## src/common/cpu_types_pkg.sv

```systemverilog
/*
 * base data types and ALU operation bit names shared by the execute end
 */
`default_nettype none

package cpu_types_pkg;

	typedef logic [31:0] word_t;
	// register 0 reads as zero
	typedef logic [4:0] reg_addr_t;

	////////////////////////////////////////////////////////////////////////
	// one-hot ALU operation, bit index names

	localparam int ALU_OPS = 19;
	typedef logic [ALU_OPS-1:0] alu_op_t;

	localparam int ALU_ADD   = 0;
	localparam int ALU_SUB   = 1;
	localparam int ALU_SLT   = 2;
	localparam int ALU_SLTU  = 3;
	localparam int ALU_AND   = 4;
	localparam int ALU_NOR   = 5;
	localparam int ALU_OR    = 6;
	localparam int ALU_XOR   = 7;
	localparam int ALU_ANDN  = 8;
	localparam int ALU_ORN   = 9;
	localparam int ALU_SLL   = 10;
	localparam int ALU_SRL   = 11;
	localparam int ALU_SRA   = 12;
	localparam int ALU_LUI   = 13;
	localparam int ALU_MUL   = 14;
	localparam int ALU_MULH  = 15;
	localparam int ALU_MULHU = 16;
	localparam int ALU_SRC2  = 17;
	localparam int ALU_SRC1  = 18;

	////////////////////////////////////////////////////////////////////////
	// stage at which a result becomes ready, one bit per stage

	typedef logic [2:0] ready_stage_t;

	localparam int RS_EXE  = 0;
	localparam int RS_PMEM = 1;
	// loads, data only after the RAM returns
	localparam int RS_WB   = 2;

	// data RAM access width
	typedef logic [1:0] mem_size_t;

	localparam mem_size_t MEM_BYTE = 2'd0;
	localparam mem_size_t MEM_HALF = 2'd1;
	localparam mem_size_t MEM_WORD = 2'd2;

endpackage

`default_nettype wire

```

## src/common/pipe_bus_pkg.sv

```systemverilog
/*
 * stage-to-stage and bypass bus layouts for the execute end of the pipeline
 */
`default_nettype none

package pipe_bus_pkg;

	// decoded instruction as it leaves decode
	typedef struct packed {
		cpu_types_pkg::word_t        pc;
		cpu_types_pkg::word_t        src1;
		cpu_types_pkg::word_t        src2;
		cpu_types_pkg::alu_op_t      op;
		logic                        mem_en;
		logic                        mem_we;
		cpu_types_pkg::mem_size_t    mem_size;
		logic                        mem_signed;
		cpu_types_pkg::word_t        mem_wdata;
		logic                        rf_we;
		logic                        rf_from_mem;
		cpu_types_pkg::reg_addr_t    rf_waddr;
		cpu_types_pkg::ready_stage_t ready_stage;
	} id_to_exe_t;

	// operands and op replaced by the ALU result
	typedef struct packed {
		cpu_types_pkg::word_t        pc;
		cpu_types_pkg::word_t        result;
		logic                        mem_en;
		logic                        mem_we;
		cpu_types_pkg::mem_size_t    mem_size;
		logic                        mem_signed;
		cpu_types_pkg::word_t        mem_wdata;
		logic                        rf_we;
		logic                        rf_from_mem;
		cpu_types_pkg::reg_addr_t    rf_waddr;
		cpu_types_pkg::ready_stage_t ready_stage;
	} exe_to_pmem_t;

	// result carries the full address for loads and stores
	typedef struct packed {
		cpu_types_pkg::word_t        pc;
		cpu_types_pkg::word_t        result;
		logic [1:0]                  byte_offset;
		cpu_types_pkg::mem_size_t    mem_size;
		logic                        mem_signed;
		logic                        rf_we;
		logic                        rf_from_mem;
		cpu_types_pkg::reg_addr_t    rf_waddr;
	} pmem_to_wb_t;

	// producer info each stage offers to the bypass unit
	typedef struct packed {
		logic                        valid;
		logic                        rf_we;
		logic                        result_ready;
		cpu_types_pkg::reg_addr_t    rf_waddr;
		cpu_types_pkg::word_t        result;
	} stage_bypass_t;

endpackage

`default_nettype wire

```

## src/source/pmem_stage.sv

```systemverilog
/*
 * pre-memory stage, holds the instruction from execute and issues the
 * data RAM request as it moves on to write-back
 */
`default_nettype none
`timescale 1ns/1ps

module pmem_stage (
	input  wire                             clk,
	input  wire                             reset,
	input  wire pipe_bus_pkg::exe_to_pmem_t exe_to_pmem,
	input  wire                             exe_to_pmem_valid,
	output logic                            pmem_allow_in,
	output pipe_bus_pkg::pmem_to_wb_t       pmem_to_wb,
	output logic                            pmem_to_wb_valid,
	input  wire                             wb_allow_in,
	output logic                            dram_en,
	output logic                            dram_we,
	output cpu_types_pkg::word_t            dram_addr,
	output logic [3:0]                      dram_wstrb,
	output cpu_types_pkg::word_t            dram_wdata,
	output pipe_bus_pkg::stage_bypass_t     pmem_bypass
);
	import cpu_types_pkg::*;
	import pipe_bus_pkg::*;

	exe_to_pmem_t pmem_reg;
	logic         pmem_valid;
	logic [1:0]   byte_offset;
	logic [3:0]   size_strb;
	word_t        size_wdata;

	//////////////////////////////////////////////////////////////////////
	// pipeline control

	assign pmem_allow_in    = ~pmem_valid | wb_allow_in;
	assign pmem_to_wb_valid = pmem_valid;

	always_ff @(posedge clk)
	begin
		if (reset)
			pmem_valid <= 1'b0;
		else if (pmem_allow_in)
			pmem_valid <= exe_to_pmem_valid;
	end

	always_ff @(posedge clk)
	begin
		if (pmem_allow_in)
			pmem_reg <= exe_to_pmem;
	end

	//////////////////////////////////////////////////////////////////////
	// data RAM request, only on the transfer to write-back

	assign byte_offset = pmem_reg.result[1:0];

	// strobe and data before moving to the byte lane
	always_comb
	begin
		case (pmem_reg.mem_size)
			MEM_BYTE:
			begin
				size_strb  = 4'b0001;
				size_wdata = {24'b0, pmem_reg.mem_wdata[7:0]};
			end
			MEM_HALF:
			begin
				size_strb  = 4'b0011;
				size_wdata = {16'b0, pmem_reg.mem_wdata[15:0]};
			end
			default:
			begin
				size_strb  = 4'b1111;
				size_wdata = pmem_reg.mem_wdata;
			end
		endcase
	end

	assign dram_en    = pmem_valid & wb_allow_in & pmem_reg.mem_en;
	assign dram_we    = dram_en & pmem_reg.mem_we;
	assign dram_addr  = {pmem_reg.result[31:2], 2'b00};
	assign dram_wstrb = dram_we ? (size_strb << byte_offset) : 4'b0000;
	assign dram_wdata = size_wdata << {byte_offset, 3'b000};

	//////////////////////////////////////////////////////////////////////
	// outgoing buses

	always_comb
	begin
		pmem_to_wb.pc          = pmem_reg.pc;
		pmem_to_wb.result      = pmem_reg.result;
		pmem_to_wb.byte_offset = byte_offset;
		pmem_to_wb.mem_size    = pmem_reg.mem_size;
		pmem_to_wb.mem_signed  = pmem_reg.mem_signed;
		pmem_to_wb.rf_we       = pmem_reg.rf_we;
		pmem_to_wb.rf_from_mem = pmem_reg.rf_from_mem;
		pmem_to_wb.rf_waddr    = pmem_reg.rf_waddr;
	end

	// anything ready by execute or pre-memory can be forwarded from here
	always_comb
	begin
		pmem_bypass.valid        = pmem_valid;
		pmem_bypass.rf_we        = pmem_reg.rf_we;
		pmem_bypass.result_ready = pmem_reg.ready_stage[RS_EXE]
			| pmem_reg.ready_stage[RS_PMEM];
		pmem_bypass.rf_waddr     = pmem_reg.rf_waddr;
		pmem_bypass.result       = pmem_reg.result;
	end

endmodule

`default_nettype wire

```

## config.mk

```make
export PLATFORM = sky130hd
export DESIGN_NAME = pmem_stage
export DESIGN_NICKNAME = d
export VERILOG_FILES = /design/src/common/cpu_types_pkg.sv /design/src/common/pipe_bus_pkg.sv /design/src/source/pmem_stage.sv
export SDC_FILE = /design/constraint.sdc
export NUM_CORES = 1
export LEC_CHECK = 0
export ABC_AREA = 0
export BUFFER_PORTS_ARGS = -buffer_cell sky130_fd_sc_hd__buf_2
export CAP_MARGIN = 20
export CORE_AREA = 2 2 118 120
export DETAILED_ROUTE_END_ITERATION = 16
export DIE_AREA = 0 0 120 122
export PLACE_DENSITY = 0.72
export SLEW_MARGIN = 40
export SYNTH_ARGS = -nofsm -noshare
export SYNTH_HDL_FRONTEND = slang
export SYNTH_SLANG_ARGS = --single-unit
```

## constraint.sdc

```tcl
create_clock -name clk -period 7.5 [get_ports clk]
set_input_delay 1.5 -clock clk [delete_from_list [all_inputs] [get_ports clk]]
set_output_delay 1.5 -clock clk [all_outputs]
set_load 0.05 [all_outputs]
```

; Word level (Yosys, flattened, before mapping)
; Cells that the tools add are included.
[totals]
ff_bits = 111
word_cells = 25
output_inout_bits = 188
in_bits = 115
[op_classes]
shifts = 2
n_eq_ne = 1
reduce_logical = 1
mux = 3
bitwise_logic = 6
[op_table]
columns = op, n
row1 = $pmux W32 S2, 1
row2 = $shl A32 B5 Y32, 1
row3 = $pmux W4 S2, 1
row4 = $mux W4, 1
row5 = $shl A4 B2 Y4, 1
row6 = $and A1 B1 Y1, 3
row7 = $eq A2 B1 Y1 const B, 1
row8 = $logic_not A2 Y1, 1
row9 = $or A1 B1 Y1, 2
row10 = $not A1 Y1, 1

; Depth between registers and ports, before layout
[depth]
depth_word = 4
depth_mapped = 5
depth_no_buf = 3

; Worst setup path after synthesis
; No wires, ideal clock.
[synth_path]
path_type = input to output
start = in wb_allow_in
end = out pmem_allow_in
required_time_ps = 6000
path_slack_ps = 1471
cell_stages = 1
path_buffers = 0
t_arrival_ps = 4529
path_cell_list = nand2b_1
[synth_between]
elab_chain_len = 1
[synth_lines]
columns = item, line
row1 = start: declaration, pmem_stage.sv:16  ; input wire wb_allow_in,
row2 = $or A1 B1 Y1, pmem_stage.sv:36  ; assign pmem_allow_in = ~pmem_valid | wb_allow_in;
row3 = end: declaration, pmem_stage.sv:13  ; output logic pmem_allow_in,
; Every way passes these cells.

; Worst setup path after layout
; Ends and elaborated chain as after synthesis.

==> metrics <==
Crit path depth 3; gpl congestion 0.7105; Seq/Total Area, Yosys 65.53%; Setup CP Type in -> out; total gr overflow 0; Placeable Area 0.01350 mm²; count leader, synth buf_4; Worst EP arrival 2.44 ns; reg2reg end pmem_to_wb[54]$_DFFE_PP_; vias 3,080; chip height 122 µm; HP Start pmem_to_wb_valid$_SDFFE_PP0P_; later-pin clock latency in the skew report 0.35 ns; CP bufs+invs 2; final max-slew violation count 0; Rel. slew slack 52.89%; Synth top cells by count buf_4, edfxtp_1, a22oi_1; Worst Max-Slew Pin Slew 0.7052 ns; reg2reg path depth 2; worst reg2reg setup slack 5.67 ns; Max-Cap Viols 0; cell family with most CP delay buffers and inverters; Synth top area share 65.14%; CTS sink count 111; min-delay worst type reg -> reg; Synth area leaders edfxtp_1, buf_4, a22oi_1; final hold vios 0; CP Cell Sequence buf_2 -> nand2b_4 -> buf_2; chip width 120 µm; number of synthesized flops with an enable pin 110; htree depth 3; post-CTS resize count 0; Final setup violation count 0; Syn. warnings 0; synthesized flop and latch total 111; placed cells 680; first-pass GRT wire length 15.84 mm; most used cell, CP buf_2; Hold-fix buffers, CTS 0; CP max FO 41; Starting Density 37.55%; Fillers 1,221; fin cells 698; Hold Crit Depth 2; pin count of the biggest net entering global routing 73; Synth Flop Type edfxtp_1; critical path data required time 6.00 ns; DR pass1 iterations 4; Mapped Cells 355; synthesized area 0.005071 mm²; Final #Nets 627; Wirelength per Cell 16.12 µm; leading area contributor after synthesis edfxtp_1; Post-Syn Area per Cell 14.28 µm²; Remaining DRCs 0; Max Fclk 253.9 MHz; Startpoint Class primary input; IO Count 303; number of port buffers 299; die area 0.01464 mm²; pwr dens 279.6 mW/mm²; initial antenna violation count 2; post-DP HPWL 8.550 mm; outcome completed; leakage 0.002782 µW; post-route ant nets 0; clock slew at reported path FFs 0.07 ns; r2r startpoint pmem_to_wb_valid$_SDFFE_PP0P_; worst-case vdd ir drop 0.1263 mV; clk buf depth 2; CTS root buf clkbuf_16; RSZ-0062 raised after global routing no; Cell variety after synth 27; CP endpoint kind output port; layout cells sized above 1 62.48%; Max stage delay on crit path 0.45 ns; CTS tree done; Multi-input gate area 580.6 µm²; Tot GR Track Use 14.47%; buffer count from post-CTS setup fixing 0; Storage cell area 0.003323 mm²; Hold EP pmem_to_wb_valid$_SDFFE_PP0P_; Crit-path slowest cell nand2b_4; post-route setup TNS 0 ns; CTS Buf Count 9; fin crit share 52.51%; Async SR Flop Fraction 0%; Tmin final 3.938 ns; row cnt 43; clk_skew 0.007312 ns; Layout area overhead 18.41%; Via-to-Cell Ratio 4.413; DR iter-0 viols 156; Detailed Route WL 11.25 mm; number of global-route vias before repair 2,877
==> tightest hold or removal path: stages, from the launching register on <==
cell and delay [ns]:
dfxtp_1 0.36, nand2b_4 0.42, a21oi_1 0.15
==> placed cells by master (no fill, tap or decap), drive strengths merged <==
cell type,Yosys,routed
buf,153,302
edfxtp,110,110
a22oi,15,15
nor2,10,10
nor2b,9,9
and2,9,9
clkbuf,4,9
mux2i,8,8
o22ai,8,8
o2bb2ai,8,8
inv,4,8
nand2,2,2
a211oi,2,2
nor3,2,2
a21oi,2,2
conb,1,2
bufinv,0,2
or2,2,2
and3,2,2
diode,0,1
nand2b,1,1
a31oi,1,1
o21ai,1,1
clkinv,0,1
dfxtp,1,1
==> power breakdown <==
| part | leakage, µW | switching, µW | internal [µW] |
|---|---|---|---|
| clock | 0.000163 | 222 | 298 |
| combinational | 0.00147 | 322 | 84.8 |
| sequential | 0.00115 | 21.4 | 730 |
==> routing by layer <==
metal	vias to the layer above	GRT usage (%)	routed length [µm]
li1	1419	-	-
met1	1460	17.00	4168
met2	187	24.75	5822
met3	12	4.494	1073
met4	2	5.735	168
met5	-	0	16
==> final cells by class <==
type | instances | share of cell area (%)
Sequential cell | 111 | 55.34
Clock buffer | 9 | 3.751
Inverter | 4 | 0.2501
Multi-Input combinational cell | 84 | 9.669
Antenna cell | 1 | 0.04168
Clock inverter | 7 | 1.709
Timing Repair Buffer | 302 | 25.48
Tap cell | 180 | 3.751
==> cells by family (layout without fill, tap and decap cells) <==
group | Yosys count | in the layout | share of synthesized area, %
other cells | 1 | 3 | 0.07395
compound gates | 37 | 37 | 5.551
flops | 111 | 111 | 65.53
simple gates | 37 | 37 | 4.022
mux | 8 | 8 | 1.579
buf+inv | 161 | 322 | 23.24
==> through the flow <==
stage	total power [µW]	instance area [µm²]	setup WS, ns	hold WS, ns	utilization, %
after CTS	1697	5987	3.425	1.025	44.33
after floorplan	1139	5075	1.471	1.569	-
after detailed placement	1174	5659	3.564	1.012	41.91
final	1679	6005	3.562	0.9827	44.46
after global routing	1737	6002	3.483	1.068	44.45
after global placement	1170	5655	3.592	0.9705	41.88
==> how the worst max path moves through the flow <==
| stage | start | to | slack (ns) |
|---|---|---|---|
| 6_report | wb_allow_in | pmem_allow_in | 3.56 |
| 3_3_place_gp | wb_allow_in | pmem_allow_in | 3.59 |
| 3_5_place_dp | wb_allow_in | pmem_allow_in | 3.56 |
| 5_1_grt | pmem_bypass[1]$_DFFE_PP_ | dram_wdata[17] | 3.48 |
| 4_1_cts | pmem_bypass[1]$_DFFE_PP_ | dram_wdata[17] | 3.43 |
| 2_1_floorplan | wb_allow_in | pmem_allow_in | 1.47 |
Note: power is estimated with default switching activity, not from simulation.
