--- config.mk ---
export PLATFORM = sky130hd
export DESIGN_NAME = exe_stage
export DESIGN_NICKNAME = d
export VERILOG_FILES = /design/src/common/cpu_types_pkg.sv /design/src/common/pipe_bus_pkg.sv /design/src/exe/alu.sv /design/src/exe/exe_stage.sv
export SDC_FILE = /design/constraint.sdc
export NUM_CORES = 2
export LEC_CHECK = 0
export BUFFER_PORTS_ARGS = -buffer_cell sky130_fd_sc_hd__buf_2
export CORE_MARGIN = 1.5
export CORE_UTILIZATION = 45
export CTS_CLUSTER_DIAMETER = 80
export DETAILED_ROUTE_END_ITERATION = 10
export GPL_TIMING_DRIVEN = 0
export PLACE_DENSITY = 0.74
export SLEW_MARGIN = 40
export SYNTH_ARGS = -nofsm -noshare
export SYNTH_HDL_FRONTEND = slang
export SYNTH_HIERARCHICAL = 1
export SYNTH_SLANG_ARGS = --single-unit
--- constraint.sdc ---
create_clock -name clk -period 14 [get_ports clk]
set_input_delay 1.4 -clock clk [delete_from_list [all_inputs] [get_ports clk]]
set_output_delay 1.4 -clock clk [all_outputs]
set_load 0.005 [all_outputs]
--- src/common/cpu_types_pkg.sv ---
/*
 * base data types and ALU operation bit names shared by the execute end
 */
`default_nettype none

package cpu_types_pkg;

	typedef logic [31:0] word_t;
	// register 0 reads as zero
	typedef logic [4:0] reg_addr_t;

	////////////////////////////////////////////////////////////////////////
	// one-hot ALU operation, bit index names

	localparam int ALU_OPS = 19;
	typedef logic [ALU_OPS-1:0] alu_op_t;

	localparam int ALU_ADD   = 0;
	localparam int ALU_SUB   = 1;
	localparam int ALU_SLT   = 2;
	localparam int ALU_SLTU  = 3;
	localparam int ALU_AND   = 4;
	localparam int ALU_NOR   = 5;
	localparam int ALU_OR    = 6;
	localparam int ALU_XOR   = 7;
	localparam int ALU_ANDN  = 8;
	localparam int ALU_ORN   = 9;
	localparam int ALU_SLL   = 10;
	localparam int ALU_SRL   = 11;
	localparam int ALU_SRA   = 12;
	localparam int ALU_LUI   = 13;
	localparam int ALU_MUL   = 14;
	localparam int ALU_MULH  = 15;
	localparam int ALU_MULHU = 16;
	localparam int ALU_SRC2  = 17;
	localparam int ALU_SRC1  = 18;

	////////////////////////////////////////////////////////////////////////
	// stage at which a result becomes ready, one bit per stage

	typedef logic [2:0] ready_stage_t;

	localparam int RS_EXE  = 0;
	localparam int RS_PMEM = 1;
	// loads, data only after the RAM returns
	localparam int RS_WB   = 2;

	// data RAM access width
	typedef logic [1:0] mem_size_t;

	localparam mem_size_t MEM_BYTE = 2'd0;
	localparam mem_size_t MEM_HALF = 2'd1;
	localparam mem_size_t MEM_WORD = 2'd2;

endpackage

`default_nettype wire

--- src/common/pipe_bus_pkg.sv ---
/*
 * stage-to-stage and bypass bus layouts for the execute end of the pipeline
 */
`default_nettype none

package pipe_bus_pkg;

	// decoded instruction as it leaves decode
	typedef struct packed {
		cpu_types_pkg::word_t        pc;
		cpu_types_pkg::word_t        src1;
		cpu_types_pkg::word_t        src2;
		cpu_types_pkg::alu_op_t      op;
		logic                        mem_en;
		logic                        mem_we;
		cpu_types_pkg::mem_size_t    mem_size;
		logic                        mem_signed;
		cpu_types_pkg::word_t        mem_wdata;
		logic                        rf_we;
		logic                        rf_from_mem;
		cpu_types_pkg::reg_addr_t    rf_waddr;
		cpu_types_pkg::ready_stage_t ready_stage;
	} id_to_exe_t;

	// operands and op replaced by the ALU result
	typedef struct packed {
		cpu_types_pkg::word_t        pc;
		cpu_types_pkg::word_t        result;
		logic                        mem_en;
		logic                        mem_we;
		cpu_types_pkg::mem_size_t    mem_size;
		logic                        mem_signed;
		cpu_types_pkg::word_t        mem_wdata;
		logic                        rf_we;
		logic                        rf_from_mem;
		cpu_types_pkg::reg_addr_t    rf_waddr;
		cpu_types_pkg::ready_stage_t ready_stage;
	} exe_to_pmem_t;

	// result carries the full address for loads and stores
	typedef struct packed {
		cpu_types_pkg::word_t        pc;
		cpu_types_pkg::word_t        result;
		logic [1:0]                  byte_offset;
		cpu_types_pkg::mem_size_t    mem_size;
		logic                        mem_signed;
		logic                        rf_we;
		logic                        rf_from_mem;
		cpu_types_pkg::reg_addr_t    rf_waddr;
	} pmem_to_wb_t;

	// producer info each stage offers to the bypass unit
	typedef struct packed {
		logic                        valid;
		logic                        rf_we;
		logic                        result_ready;
		cpu_types_pkg::reg_addr_t    rf_waddr;
		cpu_types_pkg::word_t        result;
	} stage_bypass_t;

endpackage

`default_nettype wire

--- src/exe/alu.sv ---
/*
 * combinational 32-bit ALU driven by a one-hot op vector; the selected
 * results are ORed, so an all-zero op yields zero
 */
`default_nettype none
`timescale 1ns/1ps

module alu (
	input  wire cpu_types_pkg::alu_op_t op,
	input  wire cpu_types_pkg::word_t   src1,
	input  wire cpu_types_pkg::word_t   src2,
	output cpu_types_pkg::word_t        result
);
	import cpu_types_pkg::*;

	word_t              add_result;
	word_t              sub_result;
	word_t              slt_result;
	word_t              sltu_result;
	word_t              sll_result;
	word_t              srl_result;
	word_t              sra_result;
	logic [4:0]         shamt;
	logic signed [63:0] mul_signed;
	logic [63:0]        mul_unsigned;

	//////////////////////////////////////////////////////////////////////
	// arithmetic and compare

	assign add_result  = src1 + src2;
	assign sub_result  = src1 - src2;
	assign slt_result  = {31'b0, $signed(src1) < $signed(src2)};
	assign sltu_result = {31'b0, src1 < src2};

	// shifts by the low five bits only
	assign shamt      = src2[4:0];
	assign sll_result = src1 << shamt;
	assign srl_result = src1 >> shamt;
	assign sra_result = $signed(src1) >>> shamt;

	// full 64-bit products, high halves for mulh and mulhu
	assign mul_signed   = $signed(src1) * $signed(src2);
	assign mul_unsigned = {32'b0, src1} * {32'b0, src2};

	//////////////////////////////////////////////////////////////////////
	// result select

	// lui gets src2 already shifted by decode
	assign result = ({32{op[ALU_ADD]}}   & add_result)
		| ({32{op[ALU_SUB]}}   & sub_result)
		| ({32{op[ALU_SLT]}}   & slt_result)
		| ({32{op[ALU_SLTU]}}  & sltu_result)
		| ({32{op[ALU_AND]}}   & (src1 & src2))
		| ({32{op[ALU_NOR]}}   & ~(src1 | src2))
		| ({32{op[ALU_OR]}}    & (src1 | src2))
		| ({32{op[ALU_XOR]}}   & (src1 ^ src2))
		| ({32{op[ALU_ANDN]}}  & (src1 & ~src2))
		| ({32{op[ALU_ORN]}}   & (src1 | ~src2))
		| ({32{op[ALU_SLL]}}   & sll_result)
		| ({32{op[ALU_SRL]}}   & srl_result)
		| ({32{op[ALU_SRA]}}   & sra_result)
		| ({32{op[ALU_LUI]}}   & src2)
		| ({32{op[ALU_MUL]}}   & mul_unsigned[31:0])
		| ({32{op[ALU_MULH]}}  & mul_signed[63:32])
		| ({32{op[ALU_MULHU]}} & mul_unsigned[63:32])
		| ({32{op[ALU_SRC2]}}  & src2)
		| ({32{op[ALU_SRC1]}}  & src1);

endmodule

`default_nettype wire

--- src/exe/exe_stage.sv ---
/*
 * execute stage, registers the decoded instruction and computes its ALU
 * result in one cycle; feeds pre-memory and the bypass unit
 */
`default_nettype none
`timescale 1ns/1ps

module exe_stage (
	input  wire                             clk,
	input  wire                             reset,
	input  wire pipe_bus_pkg::id_to_exe_t   id_to_exe,
	input  wire                             id_to_exe_valid,
	output logic                            exe_allow_in,
	output pipe_bus_pkg::exe_to_pmem_t      exe_to_pmem,
	output logic                            exe_to_pmem_valid,
	input  wire                             pmem_allow_in,
	output pipe_bus_pkg::stage_bypass_t     exe_bypass
);
	import cpu_types_pkg::*;
	import pipe_bus_pkg::*;

	id_to_exe_t exe_reg;
	logic       exe_valid;
	word_t      alu_result;

	//////////////////////////////////////////////////////////////////////
	// pipeline control

	// every op finishes in one cycle, so ready_go is always true
	assign exe_allow_in      = ~exe_valid | pmem_allow_in;
	assign exe_to_pmem_valid = exe_valid;

	always_ff @(posedge clk)
	begin
		if (reset)
			exe_valid <= 1'b0;
		else if (exe_allow_in)
			exe_valid <= id_to_exe_valid;
	end

	always_ff @(posedge clk)
	begin
		if (exe_allow_in)
			exe_reg <= id_to_exe;
	end

	//////////////////////////////////////////////////////////////////////
	// ALU

	alu u_alu (
		.op     (exe_reg.op),
		.src1   (exe_reg.src1),
		.src2   (exe_reg.src2),
		.result (alu_result)
	);

	//////////////////////////////////////////////////////////////////////
	// outgoing buses

	always_comb
	begin
		exe_to_pmem.pc          = exe_reg.pc;
		exe_to_pmem.result      = alu_result;
		exe_to_pmem.mem_en      = exe_reg.mem_en;
		exe_to_pmem.mem_we      = exe_reg.mem_we;
		exe_to_pmem.mem_size    = exe_reg.mem_size;
		exe_to_pmem.mem_signed  = exe_reg.mem_signed;
		exe_to_pmem.mem_wdata   = exe_reg.mem_wdata;
		exe_to_pmem.rf_we       = exe_reg.rf_we;
		exe_to_pmem.rf_from_mem = exe_reg.rf_from_mem;
		exe_to_pmem.rf_waddr    = exe_reg.rf_waddr;
		exe_to_pmem.ready_stage = exe_reg.ready_stage;
	end

	// only results marked ready in execute may be forwarded from here
	always_comb
	begin
		exe_bypass.valid        = exe_valid;
		exe_bypass.rf_we        = exe_reg.rf_we;
		exe_bypass.result_ready = exe_reg.ready_stage[RS_EXE];
		exe_bypass.rf_waddr     = exe_reg.rf_waddr;
		exe_bypass.result       = alu_result;
	end

endmodule

`default_nettype wire

# ---- Word level (Yosys, flattened, before mapping)
# Index checks and enable logic that the tools add are counted.
# W data, S select, Z words.
dict set report classes {
  n_addsub 2
  n_shift 3
  n_lt_le_gt_ge 2
  n_mul 2
  bitwise 46
}
# operator count
set ops {}
lappend ops {{$or A32 B32 Y32} 20}
lappend ops {{$and A32 B32 Y32} 19}
lappend ops {{$mul A32 B32 Y64} 2}
lappend ops {{$and A32 B1 Y32} 2}
lappend ops {{$lt A32 B32 Y1} 2}
lappend ops {{$not A32 Y32} 2}
lappend ops {{$add A32 B32 Y32} 1}
lappend ops {{$shl A32 B5 Y32} 1}
lappend ops {{$shr A32 B5 Y32} 1}
lappend ops {{$sshr A32 B5 Y32} 1}
lappend ops {{$sub A32 B32 Y32} 1}
lappend ops {{$xor A32 B32 Y32} 1}
lappend ops {{$not A1 Y1} 1}
lappend ops {{$or A1 B1 Y1} 1}
dict set report totals {
  output_inout_bits 153
  wordCells 69
  regBits 163
  in_bits 166
}

# ---- Longest topological paths before layout
dict set report depth {
  ltp_word 20
  mapped_depth 34
  mapped_depth_nobuf 28
}

# ---- By module
# The synthesis kept the hierarchy.
# module area_per_inst_um2 cells_per_inst instances
set modules_own_cells {}
lappend modules_own_cells {alu 59987.5 6997 1}
lappend modules_own_cells {exe_stage 5804.3 285 1}

# ---- Worst setup path before layout
# OpenSTA, ideal clock, no wires.
dict set report synth_path {
  kind {reg-to-output}
  startpoint {register exe_reg[68] (netlist bit)}
  endpoint {output exe_to_pmem[75] (netlist bit)}
  t_required_ns 12.600
  setup_slack_ns 3.683
  path_buffers 7
  t_arrival_ns 8.917
  stages_incl_launch_ff 33
  path_cell_list {edfxtp_1 > buf_2 > buf_1 > clkbuf_1 > clkbuf_1 > clkbuf_1 > clkbuf_1 > nand2_1 > fa_1 > inv_1 > fa_1 > inv_1 > fa_1 > inv_1 > fa_1 > fa_1 > inv_1 > fa_1 > inv_1 > fa_1 > fa_1 > ha_1 > and3_1 > and2_1 > a22oi_1 > nand3_1 > o22ai_2 > o31ai_4 > a31oi_2 > mux2_2 > a221oi_2 > o221ai_1 > buf_4}
}
# element line_no
set synth_rtl {}
lappend synth_rtl {{start: declaration} exe_stage.sv:22} ;# id_to_exe_t exe_reg;
lappend synth_rtl {{start signal: assignment} exe_stage.sv:44} ;# exe_reg <= id_to_exe;
lappend synth_rtl {{end: declaration} exe_stage.sv:14} ;# output pipe_bus_pkg::exe_to_pmem_t exe_to_pmem,

==> impl_metrics.env <==
export IMPL_place_ws_ns=-0.2373
export IMPL_fmax_ghz=0.07069
export IMPL_crit_path_max_fanout=10
export IMPL_num_nets_final=9834
export IMPL_ant_nets=0
export IMPL_gp_congestion=1.092
export IMPL_clockBufferDepth=2
export IMPL_syn_inst=7282
export IMPL_avgSynthCellArea_sq_um=9.035
export IMPL_clock_latency_ns=0.53
export IMPL_ff_latch_area_sq_mm=0.004885
export IMPL_fill_cells=13934
export IMPL_ys_flop_type="edfxtp_1"
export IMPL_status="finished, violations left"
export IMPL_slew_headroom_pct=30.78
export IMPL_die_area_sq_mm=0.1485
export IMPL_multi_input_area_sq_mm=0.05250
export IMPL_worstHoldStart="exe_to_pmem_valid"
export IMPL_postSynth_asyncResetShare_pct=0
export IMPL_yosysWarnings=6
export IMPL_vias_per_cell=6.152
export IMPL_syn2layout_area_growth_pct=9.916
export IMPL_cts_inserted_buffers=17
export IMPL_rsz0062_at_grt="true"
export IMPL_wire_per_inst_um=37.04
export IMPL_dieHeight_um=385.4
export IMPL_setup_viol=4
export IMPL_synth_seq_cells=163
export IMPL_cts_htree_levels=4
export IMPL_cts_tree="built"
export IMPL_grt_start_max_net_pins=45
export IMPL_hold_path_cell_count=1
export IMPL_critPathLaunchType="flop"
export IMPL_drt_first_iter_violations=7281
export IMPL_initial_core_util_pct=45.25
export IMPL_fin_crit_ns=14.15
export IMPL_port_buffers=318
export IMPL_grt_pass1_wl_um=483800
export IMPL_fin_worst_skew_ns=0.04627
export IMPL_core_sq_mm=0.1454
export IMPL_cp_slowest_stage_delay_ns=0.63
export IMPL_violations="negative setup slack"
export IMPL_cp_data_arrival_time_ns=12.75
export IMPL_grt_usage_pct=48.38
export IMPL_first_pass_iters=8
export IMPL_cts_root_buf="clkbuf_16"
export IMPL_hold_path_class="reg2reg"
export IMPL_min_to="exe_to_pmem[32]"
export IMPL_fin_util_pct=49.74
export IMPL_rr_startpoint="exe_to_pmem_valid"
export IMPL_drive_gt1_share_pct=11.76
export IMPL_overflow=0
export IMPL_slew_viol_final=0
export IMPL_fin_ws_ns=-0.1471
export IMPL_r2r_cells=4
export IMPL_drc=0
export IMPL_ys_seq_area_share_pct=7.424
export IMPL_dp_hpwl_um=303100
export IMPL_hold_viol=0
export IMPL_clock_sinks=163
export IMPL_antenna_found_initial=49
export IMPL_num_io_pins=319
export IMPL_synth_edff_count=162
export IMPL_grt_pass1_vias=60087
export IMPL_crit_slowest_cell="a2111oi_0"
export IMPL_synth_net_count=9433
export IMPL_rows=140
export IMPL_worstSetupEndpointType="output pin"
export IMPL_finalWirelength_um=357100
export IMPL_die_w_um=385.4
export IMPL_rrSetupSlack_ns=12.25
export IMPL_fin_crit_sh_pct=101.1
export IMPL_reg2reg_to="exe_reg[111]"
export IMPL_worst_pin_slew_ns=1.038
export IMPL_critPathKind="reg2out"
export IMPL_synth_cell_area_sq_mm=0.06579
export IMPL_fin_hold_ws_ns=0.7205
export IMPL_synth_cell_types=99
export IMPL_ctsHoldBuffers=0
export IMPL_crit_top_cell="fa_1"
export IMPL_dr_total_vias=59321
export IMPL_required_ns=12.60
export IMPL_drv_cap=0
export IMPL_clkTransAtPathRegs_ns=0.08
export IMPL_largest_reg_flops=83
[metrics by stage]
stage	TNS (ns)	area, sq um	std cells
global route	-0.04542	72260	9618
global placement	-14.45	69780	9517
floorplan	0	65790	7282
finish	-0.3829	72320	9642
CTS	0	72170	9611
detailed placement	-0.5023	71570	9578
[critical path, delay by kind of cell (launching register included)]
kind / cells / cell delay (ns)
adders and majority gates: 9 / 4.38
AOI/OAI and AO/OA: 7 / 3.24
buffers and inverters: 11 / 3.15
and+or+nand+nor: 4 / 0.87
DFF: 1 / 0.59
[Yosys cell counts, types with 66 or more instances]
cell type | number | share of area, %
inv_1 | 1641 | 9.4
fa_1 | 1473 | 45
nand2_1 | 812 | 4.6
nor2_1 | 663 | 3.8
ha_1 | 512 | 9.7
a21oi_1 | 260 | 2.0
clkbuf_1 | 231 | 1.3
o21ai_0 | 191 | 1.5
edfxtp_1 | 162 | 7.4
buf_4 | 121 | 1.4
buf_1 | 90 | 0.51
mux2i_1 | 80 | 1.2
xnor2_1 | 66 | 0.88
[per-layer routing]
metal  wire length [um]  vias up  share of wire (%)  GRT usage (%)
met5                301        -              0.084              0
met4              31520       36                8.8          35.88
met3              43180     1187                 12          16.11
met2             150600     4378                 42          70.24
met1             131600    30424                 37          59.83
li1                   -    23296                  -              -
[cell type report]
class                   count  share of cell area, %
repair buffers            383                  4.216
multi-input cells        4978                  72.60
flip-flops and latches    163                  6.755
inverters                1667                  8.668
clock buffers              17                 0.5883
well taps                1917                  3.317
clock inverters            15                 0.2249
diodes                     29                 0.1004
plain buffers             473                  3.535
[repair_timing]
action	CTS	global route
pin swaps	1	0
setup buffers	1	0
endpoints found under the setup margin	13	20
hold endpoints to repair	0	0
resized for setup	5	7
[worst max path at each step]
| stage | start | to | cells after the start |
|---|---|---|---|
| after floorplan | exe_reg[68] | exe_to_pmem[75] | 32 |
| after global placement | exe_reg[110] | exe_to_pmem[72] | 27 |
| after detailed placement | exe_reg[69] | exe_to_pmem[72] | 31 |
| after CTS | exe_reg[68] | exe_to_pmem[72] | 31 |
| after global routing | exe_reg[69] | exe_to_pmem[72] | 31 |
| final | exe_reg[69] | exe_to_pmem[72] | 31 |
[cells by family (layout without fill, tap and decap cells)]
group / count (synthesis) / after routing / synth area share [%]
other cells: 0 / 29 / 0
compound gates: 950 / 950 / 9.665
simple gates: 1816 / 1816 / 11.60
flops: 163 / 163 / 7.424
mux: 127 / 127 / 2.432
buf+inv: 2141 / 2555 / 12.99
xor+xnor: 100 / 100 / 1.331
fa+ha+maj: 1985 / 1985 / 54.56
[cell usage in the layout, fill, tap and decap left out, types with 79 or more instances in the layout]
cell type	instances
o21ai_0	181
mux2i_1	79
clkbuf_2	151
nor2_1	658
nand2_1	812
buf_4	124
edfxtp_1	162
clkbuf_1	83
a21oi_1	258
ha_1	512
buf_2	408
fa_1	1472
inv_1	1637
Power is left out: the tool's default activity adds up to more than one toggle a clock period on the data nets, which glitch-free logic cannot reach.
