## src/common/cpu_types_pkg.sv

```systemverilog
/*
 * base data types and ALU operation bit names shared by the execute end
 */
`default_nettype none

package cpu_types_pkg;

	typedef logic [31:0] word_t;
	// register 0 reads as zero
	typedef logic [4:0] reg_addr_t;

	////////////////////////////////////////////////////////////////////////
	// one-hot ALU operation, bit index names

	localparam int ALU_OPS = 19;
	typedef logic [ALU_OPS-1:0] alu_op_t;

	localparam int ALU_ADD   = 0;
	localparam int ALU_SUB   = 1;
	localparam int ALU_SLT   = 2;
	localparam int ALU_SLTU  = 3;
	localparam int ALU_AND   = 4;
	localparam int ALU_NOR   = 5;
	localparam int ALU_OR    = 6;
	localparam int ALU_XOR   = 7;
	localparam int ALU_ANDN  = 8;
	localparam int ALU_ORN   = 9;
	localparam int ALU_SLL   = 10;
	localparam int ALU_SRL   = 11;
	localparam int ALU_SRA   = 12;
	localparam int ALU_LUI   = 13;
	localparam int ALU_MUL   = 14;
	localparam int ALU_MULH  = 15;
	localparam int ALU_MULHU = 16;
	localparam int ALU_SRC2  = 17;
	localparam int ALU_SRC1  = 18;

	////////////////////////////////////////////////////////////////////////
	// stage at which a result becomes ready, one bit per stage

	typedef logic [2:0] ready_stage_t;

	localparam int RS_EXE  = 0;
	localparam int RS_PMEM = 1;
	// loads, data only after the RAM returns
	localparam int RS_WB   = 2;

	// data RAM access width
	typedef logic [1:0] mem_size_t;

	localparam mem_size_t MEM_BYTE = 2'd0;
	localparam mem_size_t MEM_HALF = 2'd1;
	localparam mem_size_t MEM_WORD = 2'd2;

endpackage

`default_nettype wire

```

## src/common/pipe_bus_pkg.sv

```systemverilog
/*
 * stage-to-stage and bypass bus layouts for the execute end of the pipeline
 */
`default_nettype none

package pipe_bus_pkg;

	// decoded instruction as it leaves decode
	typedef struct packed {
		cpu_types_pkg::word_t        pc;
		cpu_types_pkg::word_t        src1;
		cpu_types_pkg::word_t        src2;
		cpu_types_pkg::alu_op_t      op;
		logic                        mem_en;
		logic                        mem_we;
		cpu_types_pkg::mem_size_t    mem_size;
		logic                        mem_signed;
		cpu_types_pkg::word_t        mem_wdata;
		logic                        rf_we;
		logic                        rf_from_mem;
		cpu_types_pkg::reg_addr_t    rf_waddr;
		cpu_types_pkg::ready_stage_t ready_stage;
	} id_to_exe_t;

	// operands and op replaced by the ALU result
	typedef struct packed {
		cpu_types_pkg::word_t        pc;
		cpu_types_pkg::word_t        result;
		logic                        mem_en;
		logic                        mem_we;
		cpu_types_pkg::mem_size_t    mem_size;
		logic                        mem_signed;
		cpu_types_pkg::word_t        mem_wdata;
		logic                        rf_we;
		logic                        rf_from_mem;
		cpu_types_pkg::reg_addr_t    rf_waddr;
		cpu_types_pkg::ready_stage_t ready_stage;
	} exe_to_pmem_t;

	// result carries the full address for loads and stores
	typedef struct packed {
		cpu_types_pkg::word_t        pc;
		cpu_types_pkg::word_t        result;
		logic [1:0]                  byte_offset;
		cpu_types_pkg::mem_size_t    mem_size;
		logic                        mem_signed;
		logic                        rf_we;
		logic                        rf_from_mem;
		cpu_types_pkg::reg_addr_t    rf_waddr;
	} pmem_to_wb_t;

	// producer info each stage offers to the bypass unit
	typedef struct packed {
		logic                        valid;
		logic                        rf_we;
		logic                        result_ready;
		cpu_types_pkg::reg_addr_t    rf_waddr;
		cpu_types_pkg::word_t        result;
	} stage_bypass_t;

endpackage

`default_nettype wire

```

## src/source/bypass_unit.sv

```systemverilog
/*
 * operand forwarding for decode; the youngest producer wins and decode
 * stalls while that producer's result is not yet ready
 */
`default_nettype none
`timescale 1ns/1ps

module bypass_unit #(
	parameter bit FORWARD_FROM_PMEM = 1'b1
) (
	input  wire cpu_types_pkg::reg_addr_t      rj,
	input  wire cpu_types_pkg::reg_addr_t      rk,
	input  wire cpu_types_pkg::word_t          rj_value,
	input  wire cpu_types_pkg::word_t          rk_value,
	input  wire pipe_bus_pkg::stage_bypass_t   exe_bypass,
	input  wire pipe_bus_pkg::stage_bypass_t   pmem_bypass,
	output cpu_types_pkg::word_t               fwd_rj_value,
	output cpu_types_pkg::word_t               fwd_rk_value,
	output logic                               id_stall
);
	import cpu_types_pkg::*;
	import pipe_bus_pkg::*;

	// stage holds a live write to this register, never r0
	function automatic logic hits(stage_bypass_t bp, reg_addr_t addr);
		return bp.valid && bp.rf_we && (bp.rf_waddr == addr) && (addr != '0);
	endfunction

	function automatic word_t forward(reg_addr_t addr, word_t value,
		stage_bypass_t exe_bp, stage_bypass_t pmem_bp);
		if (hits(exe_bp, addr) && exe_bp.result_ready)
			return exe_bp.result;
		if (FORWARD_FROM_PMEM && hits(pmem_bp, addr) && pmem_bp.result_ready)
			return pmem_bp.result;
		return value;
	endfunction

	// only the youngest matching producer decides
	function automatic logic must_stall(reg_addr_t addr,
		stage_bypass_t exe_bp, stage_bypass_t pmem_bp);
		if (hits(exe_bp, addr))
			return !exe_bp.result_ready;
		return hits(pmem_bp, addr) && (!pmem_bp.result_ready || !FORWARD_FROM_PMEM);
	endfunction

	assign fwd_rj_value = forward(rj, rj_value, exe_bypass, pmem_bypass);
	assign fwd_rk_value = forward(rk, rk_value, exe_bypass, pmem_bypass);

	assign id_stall = must_stall(rj, exe_bypass, pmem_bypass)
		| must_stall(rk, exe_bypass, pmem_bypass);

endmodule

`default_nettype wire

```

## config.mk

```make
export PLATFORM = sky130hd
export DESIGN_NAME = bypass_unit
export DESIGN_NICKNAME = d
export VERILOG_FILES = /design/src/common/cpu_types_pkg.sv /design/src/common/pipe_bus_pkg.sv /design/src/source/bypass_unit.sv
export SDC_FILE = /design/constraint.sdc
export NUM_CORES = 1
export LEC_CHECK = 0
export BUFFER_PORTS_ARGS = -buffer_cell sky130_fd_sc_hd__buf_4
export CORE_AREA = 2 2 84 86
export DETAILED_ROUTE_END_ITERATION = 12
export DIE_AREA = 0 0 86 88
export PLACE_DENSITY_LB_ADDON = 0.15
export SLEW_MARGIN = 5
export SYNTH_ARGS = -nofsm -noshare
export SYNTH_HDL_FRONTEND = slang
export SYNTH_SLANG_ARGS = --single-unit
```

## constraint.sdc

```tcl
create_clock -name vclk -period 1.6
set_clock_uncertainty 0.05 [all_clocks]
set_input_delay 0.08 -clock vclk [all_inputs]
set_output_delay 0.08 -clock vclk [all_outputs]
set_load 0.005 [all_outputs]
```

; Word-level counts from Yosys, hierarchy flattened
; Index checks and enable logic that the tools add are counted.
[op_classes]
eq_ne = 4
mux = 20
n_bitwise = 1
n_reduce_logical = 20
[op_table]
columns = op, n
row1 = 32-bit 2-to-1 mux, 8
row2 = 5-bit == test, 4
row3 = 1-bit logical AND, 16
row4 = 1-bit 2-to-1 mux, 12
row5 = 5-bit nonzero test, 2
row6 = 1-bit logical NOT, 2
row7 = 1-bit OR, 1
[totals]
register_bits = 0
inputBits = 154
output_inout_bits = 65
wordCells = 45

; Depth between registers and ports, before layout
; Gate-level depths: netlist of the first run.
[logic_depth]
ltp_word = 8
mapped_depth = 6
ltp_nobuf = 5

; Worst setup path before layout of the first run
; Ideal clock, no wire load.
[synth_timing]
path_kind = in2out
from = input port pmem_bypass[32] (netlist name)
to = output port fwd_rj_value[10]
arrival_time_ps = 1613
required_time_ps = 1470
slack_ps = -143
cell_stages = 6
path_buffers = 1
cell_sequence = xnor2_1 o221ai_2 nor4_4 buf_8 mux2_4 mux2_4
[synth_via]
elab_chain_len = 8
word_cells_on_any_way = 9
cone_classes = 1 x eq/ne / 5 x mux / 3 x reduce/logical
[synth_lines]
columns = item, line_no
row1 = "start, declared", bypass_unit.sv:16  ; input wire pipe_bus_pkg::stage_bypass_t pmem_bypass,
row2 = 5-bit == test *, bypass_unit.sv:26  ; return bp.valid && bp.rf_we && (bp.rf_waddr == addr) && (addr != '0);
row3 = 1-bit logical AND * (2 in a row), bypass_unit.sv:26
row4 = 1-bit logical AND *, bypass_unit.sv:33  ; if (FORWARD_FROM_PMEM && hits(pmem_bp, addr) && pmem_bp.result_ready)
row5 = 1-bit 2-to-1 mux (2 in a row), bypass_unit.sv:33
row6 = 32-bit 2-to-1 mux *, bypass_unit.sv:35  ; return value;
row7 = 32-bit 2-to-1 mux *, bypass_unit.sv:33
row8 = "end, declared", bypass_unit.sv:17  ; output cpu_types_pkg::word_t fwd_rj_value,
; Every way passes the cells marked *; elsewhere a longest branch is shown, timed or not. The select of a mux whose other input is x is not followed.

; Worst setup path in the final report of the first run
[layout_timing]
from = input port rj[1]
to = output port fwd_rj_value[31]
[layout_via]
elab_chain_len = 8
word_cells_on_any_way = 15
cone_classes = 2 x eq/ne / 6 x mux / 7 x reduce/logical
[layout_lines]
columns = item, line_no
row1 = "start, declared", bypass_unit.sv:11  ; input wire cpu_types_pkg::reg_addr_t rj,
row2 = 5-bit == test, bypass_unit.sv:26
row3 = 1-bit logical AND (2 in a row), bypass_unit.sv:26
row4 = 1-bit logical AND, bypass_unit.sv:33
row5 = 1-bit 2-to-1 mux (2 in a row), bypass_unit.sv:33
row6 = 32-bit 2-to-1 mux, bypass_unit.sv:35
row7 = 32-bit 2-to-1 mux *, bypass_unit.sv:33
; Marks and branches as above.

==> results of run 1 <==
[synthesized netlist by cell type]
master	count
a21oi_1	32
nand2_1	6
buf_8	3
mux2_4	60
or4_4	1
nor2_1	34
o221ai_1	1
o22a_1	1
nor4_4	2
a211oi_1	2
o22ai_1	1
nor4_1	2
mux2_2	4
nor3_1	1
inv_1	3
nand3_1	3
mux2i_1	32
nand2b_1	2
or4_2	1
buf_2	6
nand4_1	1
nor2_8	1
xor2_1	10
o221ai_2	1
xnor2_1	6
a221o_1	1
and2_1	2
clkbuf_1	6
[critical path, delay by kind of cell]
| kind | cells | cell delay, ns |
|---|---|---|
| buffers and inverters | 4 | 0.54 |
| multiplexers | 1 | 0.34 |
| AND/OR/NAND/NOR | 4 | 0.89 |
[worst max-delay path by stage]
stage                    startpoint               end  slack (ns)
CTS                 pmem_bypass[39]  fwd_rj_value[31]       -0.39
floorplan           pmem_bypass[39]  fwd_rj_value[10]        -0.1
detailed placement            rj[1]  fwd_rj_value[31]       -0.46
global route                  rj[1]  fwd_rj_value[31]       -0.45
global placement              rj[1]   fwd_rj_value[2]       -0.43
finish                        rj[1]  fwd_rj_value[31]       -0.38
[power breakdown]
part | total (mW) | switching (mW) | internal, mW
clock | 0 | 0 | 0
sequential | 0 | 0 | 0
combinational | 0.897 | 0.281 | 0.616
total | 0.897 | 0.281 | 0.616
[cell type report]
class / instances / area (sq um) / area share [%]
Tap cell: 80 / 100 / 2.26
Timing Repair Buffer: 255 / 2260 / 51.1
Inverter: 3 / 11.3 / 0.255
Multi-Input combinational cell: 207 / 2050 / 46.3
[repair_timing]
item | in CTS | in global routing
gates cloned | 2 | 2
pin swaps | 34 | 11
setup endpoints to repair | 65 | 65
buffers inserted | 4 | 3
gates resized for setup | 46 | 24
[cell families after synthesis]
group / after synthesis
xor gates and xnor gates: 16
muxes: 96
AOI/OAI and AO/OA: 39
and+or+nand+nor: 56
buffers and inverters: 18
[layer usage]
metal  global-route usage (%)  routed length, um  vias to the layer above
li1                         -                  -                     1305
met1                     21.7               3040                     1219
met2                     39.3               4790                      111
met3                     3.39                636                        6
met4                     1.88                 75                        0
met5                        0                  0                        -
[cells in the final DEF (no fill, tap or decap), types with 2 or more instances in the layout]
master / count
buf_4: 197
mux2_4: 62
buf_6: 44
nor2_1: 33
mux2i_1: 29
a21oi_1: 29
xor2_1: 10
buf_12: 9
nand2_1: 5
a21oi_2: 3
inv_1: 3
xnor2_2: 3
xnor2_1: 3
mux2i_2: 2
nand2b_4: 2
nor4_4: 2
mux2_2: 2
clkbuf_16: 2
buf_8: 2
[stage by stage]
step	instances	power (mW)
after floorplan	225	0.281
after global placement	537	0.806
after detailed placement	537	0.820
after CTS	543	0.869
after global routing	545	0.957
final	545	0.897
==> out/qor.csv, run 1 <==
metric,value,unit
hold_path_end,fwd_rj_value[6],
synth_mux_area_share,62.2,%
fin_util,66.6,%
clock.fmax,0.504,GHz
grt_max_degree,65,
synth_compound_area_share,11.0,%
antenna_left,0,
cpPeakStageDelay,0.56,ns
synth-adder-area-share,0,%
gp_congestion,0.741,
wl,8540,um
synth_simple_gate_area_share,14.6,%
num_vias,2641,
design.seq.count,0,
yosys_warnings,0,
track_usage,19.5,%
fp.dieH,88,um
diodes,0,
crit_path_frequent_cell,buf_12,
avgSynthCellArea,9.05,sq um
fin_crit_sh,124,%
wl_per_cell,15.7,um
synth_top_area_share,44.3,%
io_buffers,219,
dieArea,7570,sq um
path_class,in -> out,
cts_hold_buf,0,
fillers,567,
num_rows,30,
design_area,4420,sq um
synth_nets,379,
worst_pin_slew,0.326,ns
grt_pass1_vias,2563,
synth_area_leader_cell,mux2_4,
nClkBuffers,0,
dpl_cell_area,4000,sq um
regArea,0,sq um
cp_max_fo,15,
drt_first_pass_iters,4,
grt_pass1_wl,12200,um
ys_seq_area_share,0,%
peakVddDrop,0.000114,V
grt-ovfl-total,0,
die_x,86,um
worst_path_max_delay_cell,or4_4,
pre_cts_ws,-0.461,ns
ioPinCount,219,
drt_iter0_markers,23,
holdWs,0.409,ns
status,"complete, but fails checks",
synth_cells,225,
dp_hpwl,6720,um
fin_setup_tns,-15.22,ns
relSlewSlack,78.1,%
power_density,203,nW/um^2
hold_start,exe_bypass[6],
violations,setup timing,
maxSlewViolCount,0,
synthTopCellsByArea,"mux2_4, mux2i_1, a21oi_1, nor2_1, xor2_1",
drive_above_1_share,74.0,%
vias_per_cell,4.85,
min_path_cells,3,
synth_top_family_by_area,multiplexers,
fin_nets,621,
p_leak,2.49,nW
area_delta_synth_final,117,%
start_util,30.6,%
finalSetupViolations,65,
crit_chain,buf_6 -> or4_4 -> nor2_8 -> buf_12 -> nor4_4 -> nand2_4 -> buf_12 -> mux2_2 -> buf_4,
critPathArrivalTime,1.85,ns
fp.coreArea,6640,sq um
cp-end-kind,output port,
worst_slack,-0.384,ns
antenna_found_initial,0,
hold_viol,0,
drc,0,
cp.required,1.47,ns
period_needed,1.98,ns
synthXorXnorAreaFrac,6.88,%
start_kind,input port,
netlist-cell-type-count,28,
grt_setup_unrepaired,yes,
syn-cell-area,2040,sq um
drv_cap,0,
hold_path_class,in -> out,
(Power assumes the default switching activity.)
==> run 2, diff against run 1 <==
==> constraint.sdc (replaced) <==
create_clock -name vclk -period 1.7
set_clock_uncertainty 0.05 [all_clocks]
set_input_delay 0.085 -clock vclk [all_inputs]
set_output_delay 0.085 -clock vclk [all_outputs]
set_load 0.005 [all_outputs]
==> out/qor.csv, run 2 (synthesis gave the netlist of run 1 again) <==
metric,value,unit
grt_pass1_vias,2610,
grt_max_degree,65,
gp_congestion,0.742,
grt_pass1_wl,12300,um
cp.required,1.56,ns
p_int,0.568,mW
ioPinCount,219,
fp.coreArea,6640,sq um
design.seq.count,0,
pwr-share-clk,0,%
regArea,0,sq um
die_x,86,um
cp_max_fo,14,
final_common_cell,buf_4,
fillers,577,
start_util,30.6,%
wl,8990,um
multi_input_area,2000,sq um
sw_frac_of_total,31.5,%
drc,0,
worst_pin_slew,0.333,ns
drv_cap,0,
power_switching,0.261,mW
p_total,0.828,mW
dieArea,7570,sq um
dp_hpwl,6840,um
critPathArrivalTime,1.86,ns
path_class,in -> out,
grt_setup_unrepaired,yes,
antenna_left,0,
fin_crit_sh,118,%
holdWs,0.418,ns
hold_viol,0,
worst_slack,-0.299,ns
violations,setup timing,
hold_path_class,in -> out,
vias_per_cell,4.87,
fp.dieH,88,um
p_leak,2.50,nW
start_kind,input port,
drt_first_pass_iters,4,
antenna_found_initial,0,
peakVddDrop,0.000117,V
num_rows,30,
status,"complete, but fails checks",
finalSetupViolations,63,
relSlewSlack,77.6,%
area_delta_synth_final,116,%
cts_hold_buf,0,
drt_iter0_markers,30,
mostFrequentLayoutCells,"buf_4, mux2_4, buf_6, nor2_1",
grt-ovfl-total,0,
clock.fmax,0.500,GHz
power_frac_comb,100.0,%
fin_nets,621,
min_path_cells,3,
cp-end-kind,output port,
drive_above_1_share,71.8,%
diodes,0,
track_usage,19.7,%
power_density,189,nW/um^2
num_vias,2652,
period_needed,2.00,ns
nClkBuffers,0,
p_seq_share,0,%
wl_per_cell,16.5,um
maxSlewViolCount,0,
io_buffers,219,
-- run 2: power by group through the flow --
stage / clock network, mW / logic [mW] / registers [mW]
final: 0 / 0.828 / 0
after global routing: 0 / 0.887 / 0
after CTS: 0 / 0.819 / 0
after detailed placement: 0 / 0.773 / 0
after global placement: 0 / 0.757 / 0
after floorplan: 0 / 0.265 / 0
-- run 2: final cells by class --
cell class | count | area share (%)
timing repair buffer | 255 | 52.0
tap | 80 | 2.28
multi-input combinational | 207 | 45.5
inverter | 3 | 0.256
-- run 2: through the flow --
stage               setup TNS (ns)  area (sq um)  setup WS [ns]  utilization [%]  cells
global route                -15.66          4390         -0.345             66.1    545
floorplan                   -0.205          2050       -0.00682                -    225
detailed placement          -16.31          4000         -0.394             60.1    536
CTS                         -12.98          4280         -0.307             64.4    542
global placement            -14.55          4000         -0.341             60.1    536
finish                      -11.32          4390         -0.299             66.1    545
-- run 2: timing repair --
item                       4_1_cts  5_1_grt
cloned                           2        5
setup endpoints to repair       65       65
gates resized for setup         47        8
hold endpoints to repair         0        0
buffers inserted                 4        2
pin swaps                       31       18
-- run 2: worst max-delay path: stages --
cell and delay, ns:
buf_4 0.08, and2_4 0.14, nand4_1 0.14, nor4_4 0.39, buf_6 0.27, mux2_2 0.35
mux2_2 0.26, buf_4 0.14
-- run 2: path summary, 6_finish.rpt --
kind | startpoint | end | slack [ns]
worst max-delay path | pmem_bypass[39] | fwd_rj_value[31] | -0.30
worst min-delay path | exe_bypass[6] | fwd_rj_value[6] | 0.42
-- run 2: layer usage --
layer  track usage [%]  vias up  wire length [um]
li1                  -     1306                 -
met1              21.5     1225              3100
met2              40.4      117              5170
met3              3.39        4               682
met4              2.16        0                36
met5                 0        -                 0
